==> config.mk <==
export PLATFORM = sky130hd
export DESIGN_NAME = mem_dispatcher
export DESIGN_NICKNAME = d
export VERILOG_FILES = /design/src/common/mem_port_pkg.sv /design/src/hdl/mem_dispatcher.sv /design/src/mem_dispatch/read_assembler.sv /design/src/mem_dispatch/byte_sequencer.sv /design/src/hdl/request_slot.sv
export SDC_FILE = /design/constraint.sdc
export NUM_CORES = 1
export LEC_CHECK = 0
export BUFFER_PORTS_ARGS = -buffer_cell sky130_fd_sc_hd__buf_2
export CAP_MARGIN = 10
export CORE_MARGIN = 2
export CORE_UTILIZATION = 48
export CTS_BUF_LIST = sky130_fd_sc_hd__clkbuf_16
export DETAILED_ROUTE_END_ITERATION = 7
export PLACE_DENSITY = 0.77
export SLEW_MARGIN = 20
export SYNTH_ARGS = -nofsm -noshare
export SYNTH_HDL_FRONTEND = slang
export SYNTH_SLANG_ARGS = --single-unit
==> constraint.sdc <==
create_clock -name in_clk -period 3.5 [get_ports in_clk]
set_input_delay 0 -clock in_clk [delete_from_list [all_inputs] [get_ports in_clk]]
set_output_delay 0 -clock in_clk [all_outputs]
set_load 0.05 [all_outputs]
==> src/common/mem_port_pkg.sv <==
/* shared widths, port indices, access sizes,
   request and memory command structs, byte_count helper */
package mem_port_pkg;

    localparam int addr_width = 32;
    localparam int data_width = 32;
    localparam int byte_width = 8;
    localparam int num_ports  = 3;

    // slot index per requester, also the rotation order
    localparam logic [1:0] port_fetch = 2'd0;
    localparam logic [1:0] port_load  = 2'd1;
    localparam logic [1:0] port_store = 2'd2;

    typedef enum logic [1:0] {
        size_byte,
        size_half,
        size_word
    } access_size_t;

    typedef struct packed {
        logic [addr_width-1:0] addr;
        access_size_t          size;
        logic [data_width-1:0] data;  // store data, unused for reads
    } port_req_t;

    typedef struct packed {
        logic [addr_width-1:0] addr;
        logic [byte_width-1:0] wdata;
        logic                  we;
    } mem_cmd_t;

    function automatic logic [2:0] byte_count(input access_size_t size);
        case (size)
            size_byte: byte_count = 3'd1;
            size_half: byte_count = 3'd2;
            default:   byte_count = 3'd4;
        endcase
    endfunction

endpackage
==> src/hdl/mem_dispatcher.sv <==
/* memory dispatcher top: three request slots, byte sequencer
   and read assembler sharing one byte-wide memory */
module mem_dispatcher
    import mem_port_pkg::*;
(
    input  logic                  in_clk,
    input  logic                  in_rst,
    input  logic                  in_flush,

    input  logic                  in_fetch_req,
    input  logic                  in_load_req,
    input  logic                  in_store_req,
    input  port_req_t             in_fetch,
    input  port_req_t             in_load,
    input  port_req_t             in_store,
    output logic                  fetch_free,
    output logic                  load_free,
    output logic                  store_free,

    output mem_cmd_t              mem_cmd,
    output logic                  mem_valid,
    input  logic [byte_width-1:0] in_mem_data,

    output logic [data_width-1:0] fetch_word,
    output logic                  fetch_valid,
    output logic [data_width-1:0] load_word,
    output logic                  load_valid
);

    logic [num_ports-1:0]      req;
    port_req_t [num_ports-1:0] req_data;
    logic [num_ports-1:0]      free;
    logic [num_ports-1:0]      full;
    logic [num_ports-1:0]      done;
    port_req_t [num_ports-1:0] slot_data;

    logic                      rd_tag_valid;
    logic [1:0]                rd_tag_port;
    logic [1:0]                rd_tag_pos;
    logic                      rd_tag_last;

    // requester ports onto slot indices
    assign req[port_fetch]      = in_fetch_req;
    assign req[port_load]       = in_load_req;
    assign req[port_store]      = in_store_req;
    assign req_data[port_fetch] = in_fetch;
    assign req_data[port_load]  = in_load;
    assign req_data[port_store] = in_store;
    assign fetch_free           = free[port_fetch];
    assign load_free            = free[port_load];
    assign store_free           = free[port_store];

    for (genvar i = 0; i < num_ports; i++) begin : g_slot
        request_slot i_slot (
            .in_clk    (in_clk),
            .in_rst    (in_rst),
            .flush     (in_flush),
            .req       (req[i]),
            .req_data  (req_data[i]),
            .done      (done[i]),
            .full      (full[i]),
            .slot_data (slot_data[i]),
            .free      (free[i])
        );
    end

    byte_sequencer i_seq (
        .in_clk       (in_clk),
        .in_rst       (in_rst),
        .flush        (in_flush),
        .full         (full),
        .slot_data    (slot_data),
        .done         (done),
        .mem_cmd      (mem_cmd),
        .mem_valid    (mem_valid),
        .rd_tag_valid (rd_tag_valid),
        .rd_tag_port  (rd_tag_port),
        .rd_tag_pos   (rd_tag_pos),
        .rd_tag_last  (rd_tag_last)
    );

    read_assembler i_asm (
        .in_clk       (in_clk),
        .in_rst       (in_rst),
        .flush        (in_flush),
        .rd_tag_valid (rd_tag_valid),
        .rd_tag_port  (rd_tag_port),
        .rd_tag_pos   (rd_tag_pos),
        .rd_tag_last  (rd_tag_last),
        .mem_data     (in_mem_data),
        .fetch_word   (fetch_word),
        .fetch_valid  (fetch_valid),
        .load_word    (load_word),
        .load_valid   (load_valid)
    );

endmodule

==> src/mem_dispatch/read_assembler.sv <==
/* read byte collection and fetch/load word delivery */
module read_assembler
    import mem_port_pkg::*;
(
    input  logic                  in_clk,
    input  logic                  in_rst,
    input  logic                  flush,
    input  logic                  rd_tag_valid,
    input  logic [1:0]            rd_tag_port,
    input  logic [1:0]            rd_tag_pos,
    input  logic                  rd_tag_last,
    input  logic [byte_width-1:0] mem_data,
    output logic [data_width-1:0] fetch_word,
    output logic                  fetch_valid,
    output logic [data_width-1:0] load_word,
    output logic                  load_valid
);

    logic                             tag_valid_q;
    logic [1:0]                       tag_port_q;
    logic [1:0]                       tag_pos_q;
    logic                             tag_last_q;
    logic [data_width-byte_width-1:0] shift_buf;  // newest byte on top
    logic [2:0]                       n_bytes;
    logic [data_width-1:0]            word;
    logic                             deliver;

    // tag lines up with the byte memory returns one cycle later
    always_ff @(posedge in_clk) begin
        if (in_rst || flush) begin
            tag_valid_q <= 1'b0;
        end else begin
            tag_valid_q <= rd_tag_valid;
        end
        tag_port_q <= rd_tag_port;
        tag_pos_q  <= rd_tag_pos;
        tag_last_q <= rd_tag_last;
    end

    always_ff @(posedge in_clk) begin
        if (tag_valid_q) begin
            shift_buf <= {mem_data, shift_buf[data_width-byte_width-1:byte_width]};
        end
    end

    always_comb begin
        n_bytes = {1'b0, tag_pos_q} + 3'd1;
        if (n_bytes == byte_count(size_word)) begin
            word = {mem_data, shift_buf};
        end else if (n_bytes == byte_count(size_half)) begin
            word = {16'd0, mem_data, shift_buf[data_width-byte_width-1 -: byte_width]};
        end else begin
            word = {24'd0, mem_data};
        end
    end

    assign deliver = tag_valid_q && tag_last_q && !flush;

    always_ff @(posedge in_clk) begin
        if (in_rst) begin
            fetch_valid <= 1'b0;
            load_valid  <= 1'b0;
        end else begin
            fetch_valid <= deliver && tag_port_q == port_fetch;
            load_valid  <= deliver && tag_port_q == port_load;
        end
        if (deliver && tag_port_q == port_fetch) begin
            fetch_word <= word;
        end
        if (deliver && tag_port_q == port_load) begin
            load_word <= word;
        end
    end

endmodule

==> src/mem_dispatch/byte_sequencer.sv <==
/* rotating-priority grant over the request slots and
   byte-by-byte memory command generation */
module byte_sequencer
    import mem_port_pkg::*;
(
    input  logic                      in_clk,
    input  logic                      in_rst,
    input  logic                      flush,
    input  logic [num_ports-1:0]      full,
    input  port_req_t [num_ports-1:0] slot_data,
    output logic [num_ports-1:0]      done,
    output mem_cmd_t                  mem_cmd,
    output logic                      mem_valid,
    output logic                      rd_tag_valid,
    output logic [1:0]                rd_tag_port,
    output logic [1:0]                rd_tag_pos,
    output logic                      rd_tag_last
);

    logic                 busy;
    logic [1:0]           cur_port;  // last granted port, served while busy
    logic [1:0]           cnt;

    logic                 act_valid;
    logic [1:0]           act_port;
    logic [1:0]           act_cnt;
    logic                 act_last;
    logic [num_ports-1:0] act_sel;
    port_req_t            act_req;
    logic [2:0]           idle_pick;
    logic [2:0]           chain_pick;

    function automatic logic [1:0] next_port(input logic [1:0] p);
        if (p == port_store) begin
            return port_fetch;
        end
        return p + 2'd1;
    endfunction

    // {found, port}, searching the two ports after base, then base itself
    function automatic logic [2:0] rotate_pick(input logic [num_ports-1:0] mask,
                                               input logic [1:0]           base);
        logic [1:0] c1;
        logic [1:0] c2;
        c1 = next_port(base);
        c2 = next_port(c1);
        if (mask[c1]) begin
            return {1'b1, c1};
        end else if (mask[c2]) begin
            return {1'b1, c2};
        end else if (mask[base]) begin
            return {1'b1, base};
        end
        return 3'b000;
    endfunction

    always_comb begin
        // from idle the order is fetch, load, store
        idle_pick = rotate_pick(full, port_store);
        if (busy) begin
            act_valid = !flush;
            act_port  = cur_port;
            act_cnt   = cnt;
        end else begin
            act_valid = !flush && idle_pick[2];
            act_port  = idle_pick[1:0];
            act_cnt   = 2'd0;
        end
        act_req  = slot_data[act_port];
        act_last = ({1'b0, act_cnt} + 3'd1) == byte_count(act_req.size);

        act_sel           = '0;
        act_sel[act_port] = 1'b1;

        // next grant skips the slot that is finishing now
        chain_pick = rotate_pick(full & ~act_sel, act_port);
    end

    assign done = (act_valid && act_last) ? act_sel : '0;

    assign mem_valid     = act_valid;
    assign mem_cmd.addr  = act_req.addr + {{(addr_width-2){1'b0}}, act_cnt};
    assign mem_cmd.wdata = act_req.data[act_cnt*byte_width +: byte_width];
    assign mem_cmd.we    = act_port == port_store;

    // tag follows every read byte to the assembler
    assign rd_tag_valid = act_valid && !mem_cmd.we;
    assign rd_tag_port  = act_port;
    assign rd_tag_pos   = act_cnt;
    assign rd_tag_last  = act_last;

    always_ff @(posedge in_clk) begin
        if (in_rst || flush) begin
            busy     <= 1'b0;
            cur_port <= port_store;
            cnt      <= 2'd0;
        end else if (act_valid) begin
            if (act_last) begin
                // hand the memory straight to the next full slot
                busy     <= chain_pick[2];
                cur_port <= chain_pick[1:0];
                cnt      <= 2'd0;
            end else begin
                busy     <= 1'b1;
                cur_port <= act_port;
                cnt      <= act_cnt + 2'd1;
            end
        end
    end

endmodule

==> src/hdl/request_slot.sv <==
/* one-entry request slot for a single requester */
module request_slot
    import mem_port_pkg::*;
(
    input  logic      in_clk,
    input  logic      in_rst,
    input  logic      flush,
    input  logic      req,
    input  port_req_t req_data,
    input  logic      done,
    output logic      full,
    output port_req_t slot_data,
    output logic      free
);

    // flush beats a request arriving in the same cycle
    always_ff @(posedge in_clk) begin
        if (in_rst || flush) begin
            full <= 1'b0;
        end else if (req) begin
            full <= 1'b1;
        end else if (done) begin
            full <= 1'b0;
        end
    end

    always_ff @(posedge in_clk) begin
        if (req) begin
            slot_data <= req_data;
        end
    end

    // requester may only raise req while this is high
    assign free = !full && !req;

endmodule

[After elaboration in Yosys (flattened, before gate mapping)]
Index checks and enable logic that the tools add are counted.
Word-level totals
  register bits: 302
  bits of input ports: 212
  output and inout port bits: 111
  word-level logic and storage cells: 115
Operators by class
  $add $sub $neg: 6
  $lt $le $gt $ge: 4
  equal/unequal tests: 7
  shifts and indexed selects: 1
  multiplexer cells: 46
  bitwise gates (word level): 2
  reduce and logical (&&, ||, !) cells: 25
Operators by type and width (number)
  $bmux W66 S2: 1
  $mux W66: 1
  $add A32 B2 Y32: 1
  $mux W32: 1
  $shiftx A32 B6 Y8: 1
  $mux W3: 9
  $mux W1: 20
  $mux W16: 1
  $mux W2: 8
  $logic_and A1 B1 Y1: 11
  $lt A2 B3 Y1 const B: 3
  $logic_not A1 Y1: 8
  $add A2 B1 Y2 const B: 3
  $add A2 B1 Y3 const B: 2
  $bmux W1 S2: 3
  $pmux W3 S2: 1
  $reduce_bool A2 Y1: 3
  $eq A2 B1 Y1 const B: 2
  $eq A2 B2 Y1 const B: 2
  $logic_not A2 Y1: 2
  $and A3 B3 Y3: 1
  $eq A3 B2 Y1 const B: 1
  $eq A3 B3 Y1: 1
  $eq A3 B3 Y1 const B: 1
  4 further kinds: 4

[Logic depth before layout (Yosys ltp)]
Gate-level depths: netlist of the first run.
  word-level depth: 18
  gate-level depth with buffers: 18
  gate-level depth less buffers: 12

[By module]
Synthesis of the first run repeated with hierarchy kept, for this count alone.
Second synthesis, totals
  cell total of the unflattened synthesis: 911
  area total of the unflattened synthesis: 12550.8 µm²
Modules (own cells, without submodules)
  request_slot: instances 3, cells each 71, area an instance 2023.2 µm², sequential area each 2001.9 µm²
  read_assembler: instances 1, cells each 166, area an instance 3288.2 µm², sequential area each 2802.7 µm²
  byte_sequencer: instances 1, cells each 532, area an instance 3193.1 µm², sequential area each 100.1 µm²

[Worst setup path after synthesis of the first run]
Ideal clock, no wire load.
  path type: reg2out
  start point: register g_slot[0].i_slot.full
  end point: output mem_cmd[29] (netlist name)
  data arrival time: 4630 ps
  data required time: 3500 ps
  slack: -1130 ps
  cell stages (with the launch flop): 17
  path buffers: 6
  cell sequence: dfxtp_1 buf_6 or4b_4 o21ai_4 buf_8 buf_6 clkbuf_1 buf_1 nand2_1 o21ai_0 ha_1 fa_1 o221a_2 and4_1 buf_2 or4b_1 xor2_1
RTL lines
  from (decl): line request_slot.sv:11  | output logic full,
  from (signal assigned): line request_slot.sv:19  | full <= 1'b0;
  from (signal assigned): line request_slot.sv:21  | full <= 1'b1;
  from (signal assigned): line request_slot.sv:23  | full <= 1'b0;
  to (decl): line mem_dispatcher.sv:20  | output mem_cmd_t mem_cmd,

==> impl_results.md, run 1 <==
- Final setup skew: 4.38 ps
- Die height: 164 um
- DR WL/cell: 23.5 um
- Post-Place Setup Slack: 192 ps
- Reg2reg end: i_seq.cur_port[1]$_SDFFE_PP1P_
- Crit end category: primary output
- Pwr dens: 490 nW/um2
- Hold path endpoint: g_slot[1].i_slot.slot_data[62]$_DFFE_PP_
- Synth Warn #: 0
- Post-layout util: 71.9%
- Kind of critical path: flop to primary output
- Area of the die: 26,900 um2
- Initial Util: 48.8%
- Clock tree buffer depth: 3
- Outcome: complete, but fails checks
- Top Ports: 323
- Post-Syn Instances: 882
- Worst hold stages: 1
- Post-Route WL: 42.3 mm
- Pins Over Slew Limit: 0
- Core Box Area: 25,200 um2
- Max incr delay on CP: 570 ps
- Critical path cell sequence: or4b_4 > o21ai_4 > nand2_1 > o21ai_1 > ha_2 > fa_2 > o221a_4 > and4_4 > nand3_4 > nor3b_4 > xnor2_4 > buf_6
- Syn nets: 1,098
- Minimum clock period: 3680 ps
- Period utilisation layout: 105%
- DIE WIDTH: 164 um
- Setup violations, final: 5
- Starting DRT DRC Count: 1,320
- Post-route setup slack: -184 ps
- Critical path launch point type: flop
- Headroom to the max-slew limit: 29.3%
- R2R depth: 14
- Largest net degree at the start of global routing: 69
- Routability-driven placement congestion ratio: 0.891
- Required @ worst endpoint: 3500 ps
- Share of layout cells above drive strength 1: 33.6%
- Seq/Total Area, Yosys: 72.5%
- Clock tree sinks: 302
- Area Overhead vs Synth: 47.4%
- CP arrival: 3680 ps
- MaxCap Viol Count: 0
- Overflow after GRT: 0
- DRC: 0
- Inserted Clock Buffers: 30
- Commonest non-fill, non-tap cell in the layout: buf_2
- Most frequent cells in the layout: buf_2 (307), edfxtp_1 (286), dlygate4sd3_1 (209)
- Post-synth EDFFs: 286
- Root Driver: clkbuf_16
- Peak supply drop: 0.000460 V
- Site row count: 58
- DR vias/cell: 5.83
- Reg2reg start: i_seq.busy$_SDFFE_PP0P_
- Achievable Freq: 271 MHz
- Hold Fails Final Rpt: 0
- Detail Placement HPWL: 22.3 mm
- Clock transition at path regs: 60 ps
- Netlist cell types: 70
- Gr usage total: 29.9%
- Synth Register Bits: 302
- H-tree depth: 1
- Worst Max-Slew Pin Slew: 1060 ps
- Bufs and invs on worst path: 1
- Failing checks: negative setup slack
- CTS tree: built
- Hold crit path type: input pin to flop
- Crit path max fanout: 5
- Critical-path top delay cell: or4b_4
- RSZ-0062 raised after global routing: yes
- Initial antenna violation count: 3
- Mapped cell area: 12,300 um2
- Hold WS: 20.6 ps
- Via count: 10,489
- CP delay by family, top: simple AND/OR/NAND/NOR gates
- Static Leak: 7.09 nW
- Top FF cell, synth: edfxtp_1
- R2r setup slk: 440 ps
- Worst Min Path Start: in_load_req
- Mapped Avg Cell Area: 13.9 um2
- First-pass GRT wire length: 60.4 mm
- Vias in the first global route: 10,648
- DRT Pass-1 Iters: 6
- DRT antenna net count: 0
- Final #Nets: 1,661
- Overall power: 8.88 mW
- Number of port buffers: 322
- Clock latency on the worst-skew pair: 550 ps
- Async SR Flop Fraction: 0%
## routing by layer
metal	track usage [%]	share of wire [%]	vias to the layer above
li1	-	-	4431
met1	36.2	34	4893
met2	50.8	49	959
met3	6.36	11	206
met4	14.6	6.3	0
met5	0	0	-
## repair_timing
item                                   in CTS  in global routing
buffers inserted                            6                 10
cloned                                      2                  0
resized for setup                          28                 33
pin swaps                                   6                  5
endpoints found under the hold margin     265                  0
setup endpoints to repair                  19                 18
hold buffers                              209                  0
## worst max path at each step
stage,slack (ps),end,cells past startpoint,start
floorplan,-100,mem_cmd[29],16,g_slot[1].i_slot.full$_SDFFE_PP0P_
global placement,290,mem_cmd[40],11,i_seq.busy$_SDFFE_PP0P_
detailed placement,190,mem_cmd[40],11,i_seq.busy$_SDFFE_PP0P_
CTS,4,mem_cmd[40],12,g_slot[0].i_slot.full$_SDFFE_PP0P_
global route,-250,mem_cmd[40],10,i_seq.busy$_SDFFE_PP0P_
finish,-180,mem_cmd[37],12,g_slot[0].i_slot.full$_SDFFE_PP0P_
## layout make-up
type,instances,area (um2)
clock buffer,31,776
fill,1417,7070
clock inverter,22,181
antenna,3,7.51
tap,330,413
multi-input combinational,519,3540
sequential,302,8910
inverter,11,45.0
timing repair buffer,581,4230
## cells by family (layout without fill, tap and decap cells)
logic type / after synthesis / count (layout) / share of synthesized area, %
AO/OA/AOI/OAI: 204 / 204 / 10.0
XOR/XNOR: 28 / 28 / 2.00
adder cells (fa/ha/maj): 4 / 4 / 0.468
buffers and inverters: 61 / 645 / 2.32
flip-flops: 302 / 302 / 72.5
multiplexers: 29 / 29 / 2.40
other: 0 / 3 / 0
AND/OR/NAND/NOR: 254 / 254 / 10.3
## flip-flops by register name, indices dropped and copies added, names as in the netlist, 2 cells and up
signal	count
g_slot.i_slot.full	3
i_seq.cnt	2
g_slot.i_slot.slot_data	198
i_asm.tag_pos_q	2
i_seq.cur_port	2
i_asm.fetch_word	32
i_asm.tag_port_q	2
i_asm.shift_buf	24
i_asm.load_word	32
## cell usage after synthesis, drive strengths merged, types with 3 or more instances
cell,instances,area (um2)
or2,5,31.3
mux2i,28,284
o21ai,23,126
and2,4,25.0
a31oi,3,18.8
xor2,5,43.8
buf,22,138
a21o,10,75.1
nand2,134,503
nor2b,13,81.3
edfxtp,286,8590
dfxtp,16,320
ha,3,37.5
a211oi,25,188
xnor2,23,201
nand4,9,77.6
nor3,10,50.1
nand3,19,110
a22oi,3,46.3
nor2,25,98.8
a21oi,120,601
inv,10,37.5
and3,21,131
clkbuf,28,105
## worst reg2reg max path, stage by stage (launching register included)
cell,delay (ps)
dfxtp_2,360
buf_4,180
nand2_1,180
o21ai_4,110
buf_4,150
buf_4,140
buf_4,140
buf_4,200
a2111oi_0,400
o21ai_1,130
mux2i_2,320
nor2_2,150
inv_2,110
mux2i_1,70
a221o_1,320
## where the power goes
group          leakage [nW]  internal (mW)  switching [mW]  total, mW
Combinational          3.77          0.559           0.847       1.41
Clock                 0.483           1.81            1.39       3.20
Sequential             2.84           4.17           0.100       4.27
## per-stage QoR
| step | instances | setup TNS [ps] | area (um2) |
|---|---|---|---|
| after CTS | 1786 | 0 | 17900 |
| after global placement | 1516 | 0 | 14700 |
| after detailed placement | 1516 | 0 | 14700 |
| final | 1799 | -399 | 18100 |
| after floorplan | 882 | -289 | 12700 |
| after global routing | 1797 | -1100 | 18100 |
No activity file was read; power rests on OpenSTA's default activity.
==> run 2, diff against run 1 <==
--- a/config.mk
+++ b/config.mk
@@ -8,10 +8,10 @@
 export BUFFER_PORTS_ARGS = -buffer_cell sky130_fd_sc_hd__buf_2
 export CAP_MARGIN = 10
 export CORE_MARGIN = 2
-export CORE_UTILIZATION = 48
+export CORE_UTILIZATION = 45
 export CTS_BUF_LIST = sky130_fd_sc_hd__clkbuf_16
 export DETAILED_ROUTE_END_ITERATION = 7
-export PLACE_DENSITY = 0.77
+export PLACE_DENSITY = 0.72
 export SLEW_MARGIN = 20
 export SYNTH_ARGS = -nofsm -noshare
 export SYNTH_HDL_FRONTEND = slang
==> run 2 against run 1 <==
Effect of this change: total power increased by 0.24%; register-to-register slack improved by 190 ps; critical path type unchanged; critical endpoint is now mem_cmd[40]; clock-buffer cell count unchanged; worst setup slack better by 67 ps; wire length down 6.9%; sequential share of layout area shrank 0.095 points; utilization is 4.4 points lower; critical path depth shrank 1; final cell count up 0.83%; the run still ends with negative setup slack left; highest routed layer unchanged.
==> impl_results.md, run 2 (synthesized netlist as in run 1, its figures left out) <==
- Pwr dens: 490 nW/um2 (about the same)
- Final setup skew: 23.4 ps (+19.0 ps)
- Worst Max-Slew Pin Slew: 1070 ps (+7.69 ps)
- Period utilisation layout: 103% (-1.9 points)
- Via count: 10,096 (-3.7%)
- Vias in the first global route: 10,211 (-4.1%)
- H-tree depth: 1 (unchanged)
- Area of the die: 28,600 um2 (+6.5%)
- Initial Util: 45.7% (-3.1 points)
- Peak supply drop: 0.000500 V (+8.8%)
- DIE WIDTH: 169 um (+3.2%)
- Post-route setup slack: -117 ps (+66.9 ps)
- Inserted Clock Buffers: 31 (+3.3%)
- Overflow after GRT: 0 (unchanged)
- Clock tree sinks: 302 (unchanged)
- Static Leak: 7.11 nW (+0.26%)
- Clock transition at path regs: 60 ps (about the same)
- First-pass GRT wire length: 57.1 mm (-5.5%)
- Initial antenna violation count: 4 (+1)
- Highest routed layer: met4
- Critical path launch point type: flop
- Achievable Freq: 276 MHz (+1.8%)
- Failing checks: negative setup slack
- Max incr delay on CP: 480 ps (-90 ps)
- Layout Cells excl Fill: 1,814 (+0.83%)
- Root Driver: clkbuf_16
- Final #Nets: 1,660 (-0.060%)
- Critical-path top delay cell: or3b_4
- Setup violations, final: 3 (-2)
- Top Ports: 323 (unchanged)
- CP delay by family, top: simple AND/OR/NAND/NOR gates
- Pins Over Slew Limit: 0 (unchanged)
- Outcome: complete, but fails checks
- Site row count: 60 (+3.4%)
- Die height: 169 um (+3.2%)
- Area Overhead vs Synth: 47.7%
- Headroom to the max-slew limit: 28.8% (-0.51 points)
- Sequential power share: 47.8% (-0.3 points)
- Most common cell on crit path: buf_6
- Sw Share: 25.7% (-0.65 points)
- Multi-input gate area: 3540 um2 (-0.18%)
- Reg with most FFs: g_slot.i_slot.slot_data
- Most frequent cells in the layout: buf_2 (302), edfxtp_1 (286), dlygate4sd3_1 (209)
- Gr usage total: 26.1% (-3.7 points)
- Crit end category: primary output
- Routability-driven placement congestion ratio: 0.857 (-3.8%)
- Hold Fails Final Rpt: 0 (unchanged)
- Met3 wire length: 4.05 mm (-16%)
- Bufs and invs on worst path: 3 (+2)
- Starting DRT DRC Count: 1,000 (-24%)
- Core Box Area: 26,900 um2 (+6.7%)
- DRC: 0 (unchanged)
- Clock tree buffer depth: 3 (unchanged)
- Hold crit path type: input pin to flop
- DRT antenna net count: 0 (unchanged)
- DR vias/cell: 5.57 (-4.5%)
- Met2 WL: 19.2 mm (-6.7%)
- Detail Placement HPWL: 21.7 mm (-2.5%)
- Hold WS: 91.8 ps (+71.2 ps)
- FF/Latch Area: 8910 um2 (about the same)
- CTS tree: built
- Comb pwr share: 15.4% (-0.4 points)
- Filler instances: 1,743 (+23%)
- R2r setup slk: 630 ps (+190 ps)
- Largest regs: g_slot.i_slot.slot_data x198, i_asm.fetch_word x32, i_asm.load_word x32
- Pint: 6.62 mW (+1.1%)
- RSZ-0062 raised after global routing: yes
- Largest net degree at the start of global routing: 69 (unchanged)
- Start point of the critical path: g_slot[1].i_slot.full$_SDFFE_PP0P_
- Commonest non-fill, non-tap cell in the layout: buf_2
- Clock latency on the worst-skew pair: 570 ps (+20 ps)
- Max reg flops: 198 (unchanged)
- CP arrival: 3620 ps (-60 ps)
- Minimum clock period: 3620 ps (-66.9 ps)
- Crit path max fanout: 60 (+55)
- Worst Min Path Start: in_load_req
- Share of layout cells above drive strength 1: 33.4% (-0.23 points)
- Switching power: 2.28 mW (-2.2%)
- Overall power: 8.90 mW (+0.24%)
- DRT Pass-1 Iters: 5 (-1)
- DR WL/cell: 21.7 um (-7.7%)
- Required @ worst endpoint: 3500 ps (about the same)
- MaxCap Viol Count: 0 (unchanged)
- Post-Route WL: 39.4 mm (-6.9%)
- Routed metal-1 wirelength: 14.2 mm (-0.22%)
- Reg2reg start: g_slot[1].i_slot.full$_SDFFE_PP0P_
- Cell count after placement: 1,533 (+1.1%)
- Clock power frac: 36.8% (+0.7 points)
- Critical path cell sequence: buf_6 > nor3b_4 > nor2_4 > clkbuf_8 > and3_1 > a31oi_1 > o21ai_0 > or3b_4 > nor4_4 > xnor2_4 > buf_6
- Kind of critical path: flop to primary output
- Number of port buffers: 322 (unchanged)
[run 2: repair_timing]
item,CTS,global route
buffers inserted,7,3
hold buffers,209,0
setup endpoints to repair,21,24
cloned,1,0
gates resized for setup,40,34
hold endpoints to repair,265,0
pin swaps,9,5
[run 2: routing by layer]
metal  GRT usage, %  vias up
li1               -     4430
met1           32.2     4792
met2           43.9      733
met3           6.20      141
met4           12.0        0
met5              0        -
[run 2: power groups by stage]
stage / logic, mW / clock network, mW / registers, mW
2_1_floorplan: 0.682 / 0 / 4.30
3_3_place_gp: 1.05 / 0 / 4.32
3_5_place_dp: 1.06 / 0 / 4.32
4_1_cts: 1.29 / 3.28 / 4.25
5_1_grt: 1.43 / 3.45 / 4.27
6_report: 1.37 / 3.27 / 4.26
[run 2: per-stage QoR]
| step | area (um2) | utilization, % | setup slack (ps) | TNS, ps |
|---|---|---|---|---|
| floorplan | 12700 | - | -99.4 | -289 |
| global placement | 14700 | 54.8 | 378 | 0 |
| detailed placement | 14700 | 54.8 | 321 | 0 |
| CTS | 18000 | 67.0 | -35.2 | -47.1 |
| global route | 18100 | 67.5 | -183 | -945 |
| finish | 18200 | 67.5 | -117 | -139 |
[run 2: cell type report]
class / instances / share of cell area (%)
clock buffer: 31 / 4.27
sequential: 302 / 49.1
timing repair buffer: 579 / 23.2
antenna: 6 / 0.0827
clock inverter: 25 / 1.21
inverter: 11 / 0.241
tap: 341 / 2.35
multi-input combinational: 519 / 19.5
[run 2: worst reg2reg max path: stages, from the launching register on]
cell and delay (ps):
dfxtp_2 330, buf_6 130, nor3b_4 160, nor2_4 120, clkbuf_8 400, mux2_1 390
a22oi_2 220, mux2i_2 380, nor2_2 150, inv_2 100, mux2i_1 80, a221o_1 310
[run 2: worst paths after layout]
check / endpoint / cells past startpoint
hold reg to reg: i_asm.shift_buf[5]$_DFFE_PP_ / 0
hold / removal: g_slot[1].i_slot.slot_data[62]$_DFFE_PP_ / 1
setup reg to reg: i_seq.cur_port[1]$_SDFFE_PP1P_ / 11
setup / recovery: mem_cmd[40] / 11
==> run 3, diff against run 2 <==
--- a/config.mk
+++ b/config.mk
@@ -12,6 +12,7 @@
 export CTS_BUF_LIST = sky130_fd_sc_hd__clkbuf_16
 export DETAILED_ROUTE_END_ITERATION = 7
 export PLACE_DENSITY = 0.72
+export REMOVE_ABC_BUFFERS = 1
 export SLEW_MARGIN = 20
 export SYNTH_ARGS = -nofsm -noshare
 export SYNTH_HDL_FRONTEND = slang
==> run 3 against run 2 <==
Effect of this change: the flow still finishes with violations (negative setup slack); clock power decreased by 6%; global-route usage decreased by 1.4 points; non-clock buffer count is 10 lower; worst setup slack better by 93 ps; critical path type unchanged; maximum frequency up 2.7%; wire length fell by 4.3%; final cell count shrank 0.99%; sequential share of layout area is 1.3 points higher; total power is 3.1% lower; critical path depth increased by 3; via count decreased by 1.3%.
==> impl_results.md, run 3 (synthesized netlist as in run 1, its figures left out) <==
- Outcome: complete, but fails checks
- Failing checks: negative setup slack
- Post-Place Setup Slack: 293 ps (-28.6 ps)
- DRT Pass-1 Iters: 5 (unchanged)
- Overflow after GRT: 0 (unchanged)
- Vias in the first global route: 9,990 (-2.2%)
- Clock latency on the worst-skew pair: 550 ps (-20 ps)
- Routability-driven placement congestion ratio: 0.908 (+5.9%)
- Hold Fails Final Rpt: 0 (unchanged)
- DRT antenna net count: 0 (unchanged)
- Post-route setup slack: -23.8 ps (+93.4 ps)
- Minimum clock period: 3520 ps (-93.4 ps)
- R2r setup slk: 750 ps (+120 ps)
- Clock tree buffer depth: 3 (unchanged)
- Clock transition at path regs: 70 ps (about the same)
- RSZ-0062 raised after global routing: yes
- Required @ worst endpoint: 3500 ps (about the same)
- Clock tree sinks: 302 (unchanged)
- FF/Latch Area: 8920 um2 (about the same)
- Most frequent cells in the layout: buf_2 (304), edfxtp_1 (286), dlygate4sd3_1 (209)
- Kind of critical path: flop to primary output
- Max reg flops: 198 (unchanged)
- Initial antenna violation count: 2 (-2)
- Overall power: 8.62 mW (-3.1%)
- Site row count: 60 (unchanged)
- Achievable Freq: 284 MHz (+2.7%)
- Detail Placement HPWL: 20.6 mm (-5.3%)
- Crit path max fanout: 12 (-80%)
- Filler instances: 1,741 (-0.11%)
- CP arrival: 3520 ps (-100 ps)
- Pwr dens: 487 nW/um2 (-0.66%)
- Final setup skew: 12.7 ps (-10.6 ps)
- Headroom to the max-slew limit: 31.9% (+3.2 points)
- Via count: 9,963 (-1.3%)
- Top Ports: 323 (unchanged)
- Final #Nets: 1,650 (-0.60%)
- Inserted Clock Buffers: 31 (unchanged)
- Number of port buffers: 322 (unchanged)
- Static Leak: 6.88 nW (-3.3%)
- Hold crit path type: input pin to flop
- DIE WIDTH: 169 um (unchanged)
- Root Driver: clkbuf_16
- Peak supply drop: 0.000577 V (+15%)
- Multi-input gate area: 3200 um2 (-9.6%)
- Gr usage total: 24.7% (-1.4 points)
- Reg with most FFs: g_slot.i_slot.slot_data
- Starting DRT DRC Count: 1,027 (+2.7%)
- Area of the die: 28,600 um2 (unchanged)
- Pins Over Slew Limit: 0 (unchanged)
- Post-Route WL: 37.7 mm (-4.3%)
- Area Overhead vs Synth: 44.0%
- Start point of the critical path: i_seq.busy$_SDFFE_PP0P_
- CTS tree: built
- Share of layout cells above drive strength 1: 30.9% (-2.5 points)
- Setup Total Neg Slack: -23.8 ps (+115 ps)
- Setup violations, final: 1 (-2)
- First-pass GRT wire length: 54.8 mm (-4.0%)
- H-tree depth: 1 (unchanged)
- Largest regs: g_slot.i_slot.slot_data x198, i_asm.fetch_word x32, i_asm.load_word x32
- Critical path launch point type: flop
- MaxCap Viol Count: 0 (unchanged)
- Die height: 169 um (unchanged)
- DR WL/cell: 21.0 um (-3.4%)
- Reg2reg end: i_seq.cur_port[1]$_SDFFE_PP1P_
- R2R depth: 11 (unchanged)
- Hold path endpoint: g_slot[2].i_slot.slot_data[59]$_DFFE_PP_
- Reg2reg start: g_slot[1].i_slot.full$_SDFFE_PP0P_
- Core Box Area: 26,900 um2 (unchanged)
- Commonest non-fill, non-tap cell in the layout: buf_2
- Worst hold stages: 1 (unchanged)
- Worst Min Path Start: in_store_req
- DRC: 0 (unchanged)
- Initial Util: 45.7% (unchanged)
- Largest net degree at the start of global routing: 69 (unchanged)
- Crit end category: primary output
- Worst Max-Slew Pin Slew: 1020 ps (-47.6 ps)
- Period utilisation layout: 101% (-2.7 points)
- DR vias/cell: 5.55 (-0.33%)
-- run 3: cell types whose count changed in the layout (fill, tap and decap cells not counted), moves of 3 or more --
cell and change:
diode_2 -5, nor2_1 +3, buf_4 -4, buf_6 -12, xnor2_2 -12, buf_12 +6
xnor2_4 -8, xor2_1 +3, xnor2_1 +20
-- run 3: routing by layer --
metal | GRT usage, % | vias up | routed length, um
met1 | 29.5 | 4650 | 13300
met2 | 42.9 | 732 | 18500
met3 | 5.08 | 167 | 3760
met5 | 0 | - | 17
li1 | - | 4412 | -
met4 | 12.0 | 2 | 2090
-- run 3: where the power goes --
part,internal (mW),switching (mW)
Clock,1.74,1.34
Sequential,4.17,0.0883
Combinational,0.508,0.773
Total,6.42,2.20
-- run 3: worst max path at each step --
stage / to / slack, ps
finish: mem_cmd[36] / -20
global route: mem_cmd[36] / -110
floorplan: mem_cmd[29] / -2050
global placement: mem_cmd[40] / 360
detailed placement: mem_cmd[40] / 290
CTS: mem_cmd[29] / 8
-- run 3: final cells by class --
cell class                      instances  area share [%]
Tap cell                              341            2.41
Multi-Input combinational cell        519            18.1
Timing Repair Buffer                  569            23.6
Antenna cell                            1          0.0141
Clock inverter                         22           0.891
Sequential cell                       302            50.4
Inverter                               11           0.262
Clock buffer                           31            4.38
-- run 3: what timing repair did --
| item | CTS | global route |
|---|---|---|
| setup buffers | 6 | 6 |
| resized for setup | 31 | 33 |
| pin swaps | 5 | 12 |
| gates cloned | 0 | 2 |
| endpoints found under the setup margin | 21 | 21 |
| hold endpoints to repair | 265 | 0 |
| hold buffers | 209 | 0 |
-- run 3: per-stage QoR --
step / cells / utilization [%] / area [um2] / hold WS [ps]
6_report: 1796 / 65.8 / 17700 / 132
5_1_grt: 1796 / 65.8 / 17700 / 151
4_1_cts: 1787 / 65.1 / 17500 / 120
3_5_place_dp: 1519 / 53.3 / 14300 / 178
3_3_place_gp: 1519 / 53.3 / 14300 / 176
2_1_floorplan: 832 / - / 12000 / 76.8
-- run 3: critical path, stage by stage (launching register included) --
cell and delay [ps]:
dfxtp_2 340, buf_6 140, nor3b_4 260, nor2_4 80, clkinv_4 100, mux2i_1 240, o21ai_2 80, ha_1 270
a21o_1 140, o221a_4 200, nand4_4 100, or2_4 320, nor3_2 280, xnor2_1 200, buf_4 240
